==> src/source/riscv_pkg.sv <==
// RV32I shared definitions
package riscv_pkg;

    // Datapath widths
    localparam int DWIDTH    = 32;               // Register and result width
    localparam int AWIDTH    = 32;               // PC and address width
    localparam int REG_COUNT = 32;               // Architectural registers

    // Vector types
    typedef logic [DWIDTH-1:0]            word_t;     // Data word
    typedef logic [AWIDTH-1:0]            addr_t;     // PC or memory address
    typedef logic [31:0]                  instr_t;    // Raw instruction word
    typedef logic [$clog2(REG_COUNT)-1:0] reg_idx_t;  // Register index
    typedef logic [6:0]                   opcode_t;   // Major opcode, instr[6:0]
    typedef logic [2:0]                   funct3_t;   // instr[14:12]
    typedef logic [6:0]                   funct7_t;   // instr[31:25]

    // Major opcodes
    localparam opcode_t OPCODE_OP     = 7'b0110011;  // Register-register ALU
    localparam opcode_t OPCODE_OP_IMM = 7'b0010011;  // Register-immediate ALU
    localparam opcode_t OPCODE_LOAD   = 7'b0000011;
    localparam opcode_t OPCODE_STORE  = 7'b0100011;
    localparam opcode_t OPCODE_BRANCH = 7'b1100011;
    localparam opcode_t OPCODE_JAL    = 7'b1101111;
    localparam opcode_t OPCODE_JALR   = 7'b1100111;
    localparam opcode_t OPCODE_LUI    = 7'b0110111;
    localparam opcode_t OPCODE_AUIPC  = 7'b0010111;

    // Funct3 for OP and OP-IMM
    localparam funct3_t FUNCT3_ADD_SUB = 3'b000;    // ADD, SUB, ADDI
    localparam funct3_t FUNCT3_SLL     = 3'b001;    // SLL, SLLI
    localparam funct3_t FUNCT3_SLT     = 3'b010;    // SLT, SLTI
    localparam funct3_t FUNCT3_SLTU    = 3'b011;    // SLTU, SLTIU
    localparam funct3_t FUNCT3_XOR     = 3'b100;    // XOR, XORI
    localparam funct3_t FUNCT3_SRL_SRA = 3'b101;    // Right shifts
    localparam funct3_t FUNCT3_OR      = 3'b110;    // OR, ORI
    localparam funct3_t FUNCT3_AND     = 3'b111;    // AND, ANDI

    // Funct3 for BRANCH
    localparam funct3_t FUNCT3_BEQ  = 3'b000;
    localparam funct3_t FUNCT3_BNE  = 3'b001;
    localparam funct3_t FUNCT3_BLT  = 3'b100;       // Signed less-than
    localparam funct3_t FUNCT3_BGE  = 3'b101;       // Signed greater-or-equal
    localparam funct3_t FUNCT3_BLTU = 3'b110;       // Unsigned less-than
    localparam funct3_t FUNCT3_BGEU = 3'b111;       // Unsigned greater-or-equal

    // Alternate-operation funct7, bit 30 of the instruction set
    localparam funct7_t FUNCT7_SUB = 7'b0100000;    // SUB instead of ADD
    localparam funct7_t FUNCT7_SRA = 7'b0100000;    // Arithmetic right shift

endpackage : riscv_pkg

==> src/source/branch_control.sv <==
// Branch operand comparator
`timescale 1ns/1ps

module branch_control
    import riscv_pkg::*;
(
    input  opcode_t opcode_i,     // Decoded opcode
    input  funct3_t funct3_i,     // Branch condition select
    input  word_t   rs1_i,        // First register operand
    input  word_t   rs2_i,        // Second register operand
    output logic    breq_o,       // Operands equal
    output logic    brlt_o        // rs1 below rs2
);

    logic is_unsigned;            // Unsigned compare requested

    // Only BLTU and BGEU compare unsigned
    assign is_unsigned = (opcode_i == OPCODE_BRANCH) &&
                         ((funct3_i == FUNCT3_BLTU) || (funct3_i == FUNCT3_BGEU));

    assign breq_o = (rs1_i == rs2_i);

    always_comb begin
        if (is_unsigned) begin
            brlt_o = (rs1_i < rs2_i);                     // Plain magnitude
        end else begin
            brlt_o = ($signed(rs1_i) < $signed(rs2_i));   // Two's complement
        end
    end

endmodule : branch_control

==> src/source/alu.sv <==
// Execute-stage ALU
`timescale 1ns/1ps

module alu
    import riscv_pkg::*;
(
    input  addr_t   pc_i,         // PC of this instruction
    input  word_t   rs1_i,        // rs1 read data
    input  word_t   rs2_i,        // rs2 read data
    input  word_t   imm_i,        // Sign-extended immediate
    input  opcode_t opcode_i,
    input  funct3_t funct3_i,
    input  funct7_t funct7_i,     // Zero unless OP or OP-IMM shift
    output word_t   res_o,        // Result, target or address
    output logic    brtaken_o     // Control transfer taken
);

    logic  breq;                  // rs1 == rs2
    logic  brlt;                  // rs1 < rs2, sign per funct3
    word_t op_b;                  // Second ALU operand
    word_t arith_res;             // OP / OP-IMM result
    logic  cond;                  // Branch condition outcome
    logic  [4:0] shamt;           // Shift amount

    // Comparator sees the real opcode so BLTU/BGEU go unsigned
    branch_control u_branch_control (
        .opcode_i (opcode_i),
        .funct3_i (funct3_i),
        .rs1_i    (rs1_i),
        .rs2_i    (rs2_i),
        .breq_o   (breq),
        .brlt_o   (brlt)
    );

    assign op_b  = (opcode_i == OPCODE_OP_IMM) ? imm_i : rs2_i;  // Immediate form
    assign shamt = op_b[4:0];

    // Integer operations shared by OP and OP-IMM
    always_comb begin
        case (funct3_i)
            FUNCT3_ADD_SUB: begin
                if ((opcode_i == OPCODE_OP) && (funct7_i == FUNCT7_SUB)) begin
                    arith_res = rs1_i - op_b;                   // SUB
                end else begin
                    arith_res = rs1_i + op_b;                   // ADD, ADDI
                end
            end
            FUNCT3_SLL:  arith_res = rs1_i << shamt;
            FUNCT3_SLT:  arith_res = ($signed(rs1_i) < $signed(op_b)) ? 32'd1 : 32'd0;
            FUNCT3_SLTU: arith_res = (rs1_i < op_b) ? 32'd1 : 32'd0;
            FUNCT3_XOR:  arith_res = rs1_i ^ op_b;
            FUNCT3_SRL_SRA: begin
                if (funct7_i == FUNCT7_SRA) begin
                    arith_res = $signed(rs1_i) >>> shamt;      // Sign fill
                end else begin
                    arith_res = rs1_i >> shamt;                 // Zero fill
                end
            end
            FUNCT3_OR:   arith_res = rs1_i | op_b;
            default:     arith_res = rs1_i & op_b;               // FUNCT3_AND
        endcase
    end

    // Branch condition from comparator flags
    always_comb begin
        case (funct3_i)
            FUNCT3_BEQ:  cond = breq;
            FUNCT3_BNE:  cond = ~breq;
            FUNCT3_BLT:  cond = brlt;
            FUNCT3_BGE:  cond = ~brlt;
            FUNCT3_BLTU: cond = brlt;
            FUNCT3_BGEU: cond = ~brlt;
            default:     cond = 1'b0;                           // Reserved encodings
        endcase
    end

    // Result select by opcode
    always_comb begin
        res_o     = '0;
        brtaken_o = 1'b0;
        case (opcode_i)
            OPCODE_OP, OPCODE_OP_IMM: res_o = arith_res;
            OPCODE_BRANCH: begin
                res_o     = pc_i + imm_i;                       // Branch target
                brtaken_o = cond;
            end
            OPCODE_LOAD, OPCODE_STORE: res_o = rs1_i + imm_i;   // Effective address
            OPCODE_JAL, OPCODE_JALR: begin
                res_o     = pc_i + 32'd4;                       // Return address
                brtaken_o = 1'b1;
            end
            OPCODE_LUI:   res_o = imm_i;                        // Upper immediate
            OPCODE_AUIPC: res_o = pc_i + imm_i;
            default: begin
                res_o     = '0;
                brtaken_o = 1'b0;
            end
        endcase
    end

endmodule : alu

==> src/source/decoder.sv <==
// RV32I instruction decoder
`timescale 1ns/1ps

module decoder
    import riscv_pkg::*;
(
    input  instr_t   instr_i,     // Raw instruction
    output reg_idx_t rs1_idx_o,   // Source register 1
    output reg_idx_t rs2_idx_o,   // Source register 2
    output reg_idx_t rd_idx_o,    // Destination register
    output word_t    imm_o,       // Sign-extended immediate
    output opcode_t  opcode_o,
    output funct3_t  funct3_o,
    output funct7_t  funct7_o,    // Masked funct7
    output logic     wb_en_o      // Writes a register
);

    opcode_t opcode;
    funct3_t funct3;
    funct7_t funct7_raw;          // instr[31:25] as fetched
    logic    is_shift_imm;        // SLLI, SRLI, SRAI
    logic    writes_rd;           // Opcode class writes rd
    word_t   imm_i_type;
    word_t   imm_s_type;
    word_t   imm_b_type;
    word_t   imm_u_type;
    word_t   imm_j_type;

    // Fixed-position fields
    assign opcode     = instr_i[6:0];
    assign funct3     = instr_i[14:12];
    assign funct7_raw = instr_i[31:25];

    assign rs1_idx_o = instr_i[19:15];
    assign rs2_idx_o = instr_i[24:20];
    assign rd_idx_o  = instr_i[11:7];
    assign opcode_o  = opcode;
    assign funct3_o  = funct3;

    // Immediate formats, sign bit is always instr[31]
    assign imm_i_type = {{20{instr_i[31]}}, instr_i[31:20]};
    assign imm_s_type = {{20{instr_i[31]}}, instr_i[31:25], instr_i[11:7]};
    assign imm_b_type = {{19{instr_i[31]}}, instr_i[31], instr_i[7],
                         instr_i[30:25], instr_i[11:8], 1'b0};
    assign imm_u_type = {instr_i[31:12], 12'b0};
    assign imm_j_type = {{11{instr_i[31]}}, instr_i[31], instr_i[19:12],
                         instr_i[20], instr_i[30:21], 1'b0};

    always_comb begin
        case (opcode)
            OPCODE_OP_IMM, OPCODE_LOAD, OPCODE_JALR: imm_o = imm_i_type;
            OPCODE_STORE:                            imm_o = imm_s_type;
            OPCODE_BRANCH:                           imm_o = imm_b_type;
            OPCODE_LUI, OPCODE_AUIPC:                imm_o = imm_u_type;
            OPCODE_JAL:                              imm_o = imm_j_type;
            default:                                 imm_o = '0;  // OP has none
        endcase
    end

    assign is_shift_imm = (opcode == OPCODE_OP_IMM) &&
                          ((funct3 == FUNCT3_SLL) || (funct3 == FUNCT3_SRL_SRA));

    // Keep ADDI from turning into SUB
    always_comb begin
        if ((opcode == OPCODE_OP) || is_shift_imm) begin
            funct7_o = funct7_raw;
        end else begin
            funct7_o = '0;
        end
    end

    // Register-writing classes
    always_comb begin
        case (opcode)
            OPCODE_OP, OPCODE_OP_IMM, OPCODE_LUI,
            OPCODE_AUIPC, OPCODE_JAL, OPCODE_JALR: writes_rd = 1'b1;
            default:                               writes_rd = 1'b0;  // Branch, load, store
        endcase
    end

    assign wb_en_o = writes_rd && (rd_idx_o != '0);  // x0 never written

endmodule : decoder

==> src/source/regfile.sv <==
// Integer register file
`timescale 1ns/1ps

module regfile
    import riscv_pkg::*;
(
    input  logic     clk_i,
    input  logic     arst_n_i,
    input  reg_idx_t rs1_idx_i,   // Read port 1 index
    input  reg_idx_t rs2_idx_i,   // Read port 2 index
    input  logic     wr_en_i,     // Write strobe
    input  reg_idx_t rd_idx_i,    // Write index
    input  word_t    rd_data_i,   // Write data
    output word_t    rs1_data_o,
    output word_t    rs2_data_o
);

    word_t regs [REG_COUNT];      // x0 entry stays zero

    // Single write port
    always_ff @(posedge clk_i or negedge arst_n_i) begin
        if (!arst_n_i) begin
            for (int i = 0; i < REG_COUNT; i++) begin
                regs[i] <= '0;
            end
        end else if (wr_en_i && (rd_idx_i != '0)) begin
            regs[rd_idx_i] <= rd_data_i;
        end
    end

    // Asynchronous reads, index 0 hardwired
    assign rs1_data_o = (rs1_idx_i == '0) ? '0 : regs[rs1_idx_i];
    assign rs2_data_o = (rs2_idx_i == '0) ? '0 : regs[rs2_idx_i];

endmodule : regfile

==> src/source/execute_stage.sv <==
// RV32I execute stage top level
`timescale 1ns/1ps

module execute_stage
    import riscv_pkg::*;
(
    input  logic     clk_i,
    input  logic     arst_n_i,
    input  logic     valid_i,     // Instruction present this cycle
    input  instr_t   instr_i,
    input  addr_t    pc_i,
    output logic     valid_o,     // Result valid, one cycle later
    output word_t    res_o,
    output logic     brtaken_o,
    output reg_idx_t rd_o         // Destination of the result
);

    reg_idx_t rs1_idx;
    reg_idx_t rs2_idx;
    reg_idx_t rd_idx;
    word_t    imm;
    opcode_t  opcode;
    funct3_t  funct3;
    funct7_t  funct7;
    logic     wb_en;              // Decoded write-back class
    word_t    rs1_data;
    word_t    rs2_data;
    word_t    alu_res;
    logic     alu_brtaken;
    logic     wr_en;              // Qualified register write

    decoder u_decoder (
        .instr_i   (instr_i),
        .rs1_idx_o (rs1_idx),
        .rs2_idx_o (rs2_idx),
        .rd_idx_o  (rd_idx),
        .imm_o     (imm),
        .opcode_o  (opcode),
        .funct3_o  (funct3),
        .funct7_o  (funct7),
        .wb_en_o   (wb_en)
    );

    // Write lands on the same edge as the output capture
    assign wr_en = valid_i & wb_en;

    regfile u_regfile (
        .clk_i      (clk_i),
        .arst_n_i   (arst_n_i),
        .rs1_idx_i  (rs1_idx),
        .rs2_idx_i  (rs2_idx),
        .wr_en_i    (wr_en),
        .rd_idx_i   (rd_idx),
        .rd_data_i  (alu_res),
        .rs1_data_o (rs1_data),
        .rs2_data_o (rs2_data)
    );

    alu u_alu (
        .pc_i      (pc_i),
        .rs1_i     (rs1_data),
        .rs2_i     (rs2_data),
        .imm_i     (imm),
        .opcode_i  (opcode),
        .funct3_i  (funct3),
        .funct7_i  (funct7),
        .res_o     (alu_res),
        .brtaken_o (alu_brtaken)
    );

    // Output register, holds last result when idle
    always_ff @(posedge clk_i or negedge arst_n_i) begin
        if (!arst_n_i) begin
            valid_o   <= 1'b0;
            res_o     <= '0;
            brtaken_o <= 1'b0;
            rd_o      <= '0;
        end else begin
            valid_o <= valid_i;
            if (valid_i) begin
                res_o     <= alu_res;
                brtaken_o <= alu_brtaken;
                rd_o      <= rd_idx;
            end
        end
    end

endmodule : execute_stage

==> config.mk <==
export PLATFORM = sky130hd
export DESIGN_NAME = execute_stage
export DESIGN_NICKNAME = d
export VERILOG_FILES = /design/src/source/riscv_pkg.sv /design/src/source/branch_control.sv /design/src/source/alu.sv /design/src/source/decoder.sv /design/src/source/regfile.sv /design/src/source/execute_stage.sv
export SDC_FILE = /design/constraint.sdc
export NUM_CORES = 2
export LEC_CHECK = 0
export ABC_AREA = 0
export BUFFER_PORTS_ARGS = -buffer_cell sky130_fd_sc_hd__buf_4
export CORE_ASPECT_RATIO = 0.9
export CORE_UTILIZATION = 50
export DETAILED_ROUTE_END_ITERATION = 6
export PLACE_DENSITY = 0.66
export SLEW_MARGIN = 20
export SYNTH_ARGS = -nofsm -noshare
export SYNTH_HDL_FRONTEND = slang
export SYNTH_SLANG_ARGS = --single-unit
export TNS_END_PERCENT = 30
==> constraint.sdc <==
create_clock -name clk_i -period 13.8 [get_ports clk_i]
set_input_delay 1.38 -clock clk_i [delete_from_list [all_inputs] [get_ports clk_i]]
set_output_delay 1.38 -clock clk_i [all_outputs]
set_load 0.01 [all_outputs]
==> results <==
- After synthesis, flip-flops and latches occupy 39.2% of the total area.
- The checks that failed: design-rule violations.
- The routed design has 288 mm of wire.
- The total routing resource utilization after global routing is 41.8%.
- The path class of the tightest hold or removal check is reg2reg.
- After detailed routing, the number of remaining DRC violations is 2.
- The post-route antenna net violation count is 0.
- The clock group share of total power is 43.4%.
- The buffer type at the clock tree root is sky130_fd_sc_hd__clkbuf_16.
- During synthesis, Yosys emitted a total of 0 warnings.
- The clock input transition at the sequential cells of the worst setup and hold paths is 0.07 ns.
- Prior to clock tree synthesis, the placed netlist has a worst setup slack of 2.61 ns.
- The wire length of the first global-routing pass is 411 mm.
- The initial antenna violation count is 10.
- The layout cell share with drive strength beyond 1 is 16.6%.
- The vias per cell is 6.87.
- The critical path goes through buf_8 > buf_4 > buf_4 > mux4_2 > mux4_2 > a22oi_1 > buf_4 > o21ai_0 > ha_1 > or3_1 > a211oi_1 > o311ai_1 > a21oi_1 > a21oi_1 > nor3b_1 > mux2i_1 > nor4_2 > o221a_2 > o21ai_0.
- The final cycle utilization of the critical path is 76.2%.
- The post-layout worst setup margin is 3.29 ns.
- The top flip-flop cell by instance count after synthesis is sky130_fd_sc_hd__dfrtp_1.
- Synthesis inferred 1063 register bits.
- The number of instances in the synthesized netlist is 6973.
- The final setup skew is 0.0659 ns.
- The worst register-to-register path begins at u_regfile.regs[486].
- The logic depth of the worst register-to-register path is 18.
- The number of instances on the worst hold path is 0.
- The TritonCTS clock tree is done.
- Counting instances in the post-synthesis netlist gives the leading cell types as sky130_fd_sc_hd__nand2_1 (1144), sky130_fd_sc_hd__dfrtp_1 (1063), sky130_fd_sc_hd__o21ai_0 (1025).
- By area the synthesized netlist is led by sky130_fd_sc_hd__dfrtp_1 (39%), sky130_fd_sc_hd__mux4_2 (14%), sky130_fd_sc_hd__o21ai_0 (7.6%).
- After synthesis, the share of flip-flops with an asynchronous set or reset is 100%.
- For the pin with the worst max-slew slack, the measured transition is 1.22 ns.
- The detailed router finished its first iteration with 8431 violations.
- The final net count is 6958.
- The H-tree was split into 3 levels.
- The leading cell type by number of instances after synthesis is sky130_fd_sc_hd__nand2_1.
- The flow ran to the end, but the final reports show violations.
- Internal power comes to 5.28 mW.
- In this run the worst path has a maximum fanout of 63.
- In this run the most critical hold path is launched from u_regfile.regs[1001].
- The synthesis-to-layout area growth is 8.52%.
- The share of the synthesized area in the top cell type is 39.2%.
- The power per cell area is 101 nW/um2.
- The deepest clock path buffer count is 3.
- Buffers placed on the I/O ports in this run total 105.
- The count of pins on the block boundary is 106.
- Setup repair after global routing left no endpoint under its margin.
- The number of max-slew violations in the final report came to 0.
- The post-synthesis instance area is 67800 um2.
- The number of hold violations in the final report is 0.
- The HPWL reported at the end of detailed placement is 194 mm.
- Entering global routing, the biggest net connects 161 pins.
- Once the floorplan was initialized, standard cells occupied 50.7% of the core.
- The unique cell type count in the Yosys netlist is 104.
- The max-slew headroom at the worst pin is 17.3%.
- The final design instance area without fill is 73600 um2.
- The worst setup path is of the in2reg kind.
- Setup violations remaining at the end of the flow were counted as 0.
- The switching power is 2.15 mW.
- Across the VDD grid, the largest voltage drop is 0.107 mV.
- After global routing the overflow that remains totals 0.
- Detailed routing inserted a total of 59300 vias.
- The clock net sink count is 1063.
- Net switching is 28.9% of the power.
- The average wire length per cell after detail routing is 33.4 um.
- The synthesized design spends more area on one cell type than any other, namely sky130_fd_sc_hd__dfrtp_1.
- At the worst endpoint, the arrival time is 11.09 ns.
- Dividing the synthesized area by the synthesized cell count gives 9.72 um2.
- The final-layout setup total negative slack is 0 ns.
- The area after detailed placement is 69600 um2.
- The die covers 137000 um2.
- Summed over all cells, the static leakage comes to 31.3 nW.
- The floorplan step set the die width to 390 um.
- The count of buffers added by post-CTS timing repair for setup is 0.
- Max-cap violations in this run came to 0.
- The slack of the worst reg-to-reg path is 5.79 ns.
- The share of total power dissipated in sequential elements is 42.6%.
- Yosys mapped a number of flops with a built-in enable equal to 0.
- Once the clock tree was built, the resizer swapped 0 gates to a different size.
- Grouping stages by cell kind, the critical path spends the most delay in compound AO/OA/AOI/OAI gates.
- By instance count, the cell type seen most on the critical path is sky130_fd_sc_hd__buf_4.
- The destination of the worst hold path is u_regfile.regs[1001].
- The largest single stage delay on the critical path is 0.91 ns.
- STA classifies the critical path startpoint as a primary input.
- In this run the core area contains 127 standard-cell rows.
- The total of hold buffers inserted after clock tree synthesis is 0.
- The die outline height is 351 um.
- The slowest stage cell on the critical path is sky130_fd_sc_hd__a211oi_1.
- STA classifies the critical path endpoint as a flip-flop.
- The number of search-and-repair iterations in the first detailed-routing pass is 7.
- After layout, the minimum clock period comes to 10.51 ns.
- The weighted congestion at the end of routability-driven global placement is 1.07.
- The clock latency on the worst-skew pair is 0.79 ns.
- The number of buffers inserted during clock tree synthesis is 111.
- The share of the core filled with cells is 55.0%.
- The critical path contains buffers and inverters numbering 4 combined.
- The post-synthesis net count is 7209.
- The via count of the first global-routing pass is 56200.
- In this run the critical register-to-register path is captured at u_regfile.regs[666].
- The endpoint required time on the critical path is 14.37 ns.
- The achievable frequency is 95.1 MHz.
- In this run, the combinational gates consume 14.1% of the power.
- The post-route total power is 7.43 mW.
- The core region is 134000 um2.
[power by group through the flow]
| stage | combinational (mW) | clock, mW | sequential (mW) |
|---|---|---|---|
| after floorplan | 0.567 | 0 | 3.21 |
| after global placement | 1.01 | 0 | 3.22 |
| after detailed placement | 1.00 | 0 | 3.22 |
| after CTS | 1.01 | 3.24 | 3.16 |
| after global routing | 1.08 | 3.36 | 3.16 |
| final | 1.04 | 3.22 | 3.16 |
[sequential cells by signal, summed over array words and instances (netlist names)]
register and flops:
res_o 32, rd_o 5, u_regfile.regs 1024, brtaken_o 1
valid_o 1
[per-layer routing]
metal | global-route usage (%) | part of all wire (%)
met3 | 10.9 | 11
met5 | 0 | 0.012
met2 | 60.3 | 42
met4 | 19.3 | 5.3
met1 | 59.0 | 41
[final cells by class]
| type | count | area, um2 |
|---|---|---|
| diodes | 8 | 20.0 |
| repair buffers | 298 | 2340 |
| clock buffers | 154 | 3150 |
| well taps | 1806 | 2260 |
| inverters | 133 | 503 |
| fillers | 11900 | 60200 |
| flip-flops and latches | 1063 | 26600 |
| clock inverters | 50 | 722 |
| multi-input cells | 5115 | 38000 |
[worst register-to-register path, stage by stage, from the launching register on]
cell	delay [ns]
sky130_fd_sc_hd__dfrtp_1	0.43
sky130_fd_sc_hd__mux4_2	0.47
sky130_fd_sc_hd__mux4_2	0.46
sky130_fd_sc_hd__a22oi_1	0.80
sky130_fd_sc_hd__nor2_1	0.15
sky130_fd_sc_hd__a21o_1	0.24
sky130_fd_sc_hd__ha_1	0.41
sky130_fd_sc_hd__nor2_1	0.13
sky130_fd_sc_hd__a211oi_1	0.11
sky130_fd_sc_hd__a2111o_1	0.50
sky130_fd_sc_hd__a211oi_1	0.95
sky130_fd_sc_hd__o311ai_1	0.41
sky130_fd_sc_hd__a21oi_1	0.28
sky130_fd_sc_hd__a21oi_1	0.10
sky130_fd_sc_hd__nor3b_1	0.34
sky130_fd_sc_hd__mux2i_1	0.25
sky130_fd_sc_hd__nor4_2	0.74
sky130_fd_sc_hd__o221a_2	0.80
sky130_fd_sc_hd__o21ai_0	0.23
[how the worst max path moves through the flow]
| stage | start | to | slack (ns) | cells after the start |
|---|---|---|---|---|
| CTS | instr_i[20] | u_regfile.regs[512] | 3.32 | 18 |
| finish | instr_i[20] | u_regfile.regs[666] | 3.29 | 19 |
| detailed placement | instr_i[20] | u_regfile.regs[512] | 2.61 | 18 |
| global placement | instr_i[20] | u_regfile.regs[154] | 2.52 | 19 |
| floorplan | instr_i[20] | u_regfile.regs[252] | 5.58 | 26 |
| global route | instr_i[20] | u_regfile.regs[634] | 2.98 | 19 |
[placed cells by master, fill, tap and decap left out, types with 32 or more instances in the layout]
| cell type | instances |
|---|---|
| sky130_fd_sc_hd__ha_1 | 166 |
| sky130_fd_sc_hd__a21o_1 | 73 |
| sky130_fd_sc_hd__nand2_1 | 1112 |
| sky130_fd_sc_hd__mux2i_1 | 305 |
| sky130_fd_sc_hd__xnor2_1 | 50 |
| sky130_fd_sc_hd__nor2_1 | 393 |
| sky130_fd_sc_hd__nand3_1 | 97 |
| sky130_fd_sc_hd__a211oi_1 | 39 |
| sky130_fd_sc_hd__o21ai_2 | 33 |
| sky130_fd_sc_hd__o21a_1 | 32 |
| sky130_fd_sc_hd__dfrtp_1 | 1063 |
| sky130_fd_sc_hd__nand2_2 | 33 |
| sky130_fd_sc_hd__mux2_2 | 54 |
| sky130_fd_sc_hd__a31oi_1 | 63 |
| sky130_fd_sc_hd__o21ai_0 | 1021 |
| sky130_fd_sc_hd__inv_1 | 122 |
| sky130_fd_sc_hd__a22oi_1 | 68 |
| sky130_fd_sc_hd__o31ai_1 | 49 |
| sky130_fd_sc_hd__buf_4 | 285 |
| sky130_fd_sc_hd__a21oi_1 | 296 |
| sky130_fd_sc_hd__mux4_2 | 434 |
| sky130_fd_sc_hd__nor3_1 | 79 |
| sky130_fd_sc_hd__nand4_1 | 38 |
| sky130_fd_sc_hd__nor2b_1 | 33 |
| sky130_fd_sc_hd__clkbuf_16 | 111 |
| sky130_fd_sc_hd__o22ai_1 | 79 |
[kinds of logic (layout without fill, tap and decap cells)]
family | count (synthesis) | count (layout) | share of synthesized area (%)
and+or+nand+nor | 1984 | 1984 | 12.4
muxes | 808 | 808 | 20.4
adders and majority gates | 169 | 169 | 3.15
buffers and inverters | 795 | 635 | 5.35
xor gates and xnor gates | 71 | 71 | 0.917
other | 0 | 8 | 0
AOI/OAI and AO/OA | 2083 | 2083 | 18.6
DFF | 1063 | 1063 | 39.2
[through the flow]
step	cells	hold slack, ns
after detailed placement	8413	0.387
after global placement	8412	0.379
after floorplan	6973	0.441
after global routing	8619	0.411
after CTS	8617	0.401
final	8627	0.396
Note: power is estimated with default switching activity, not from simulation.
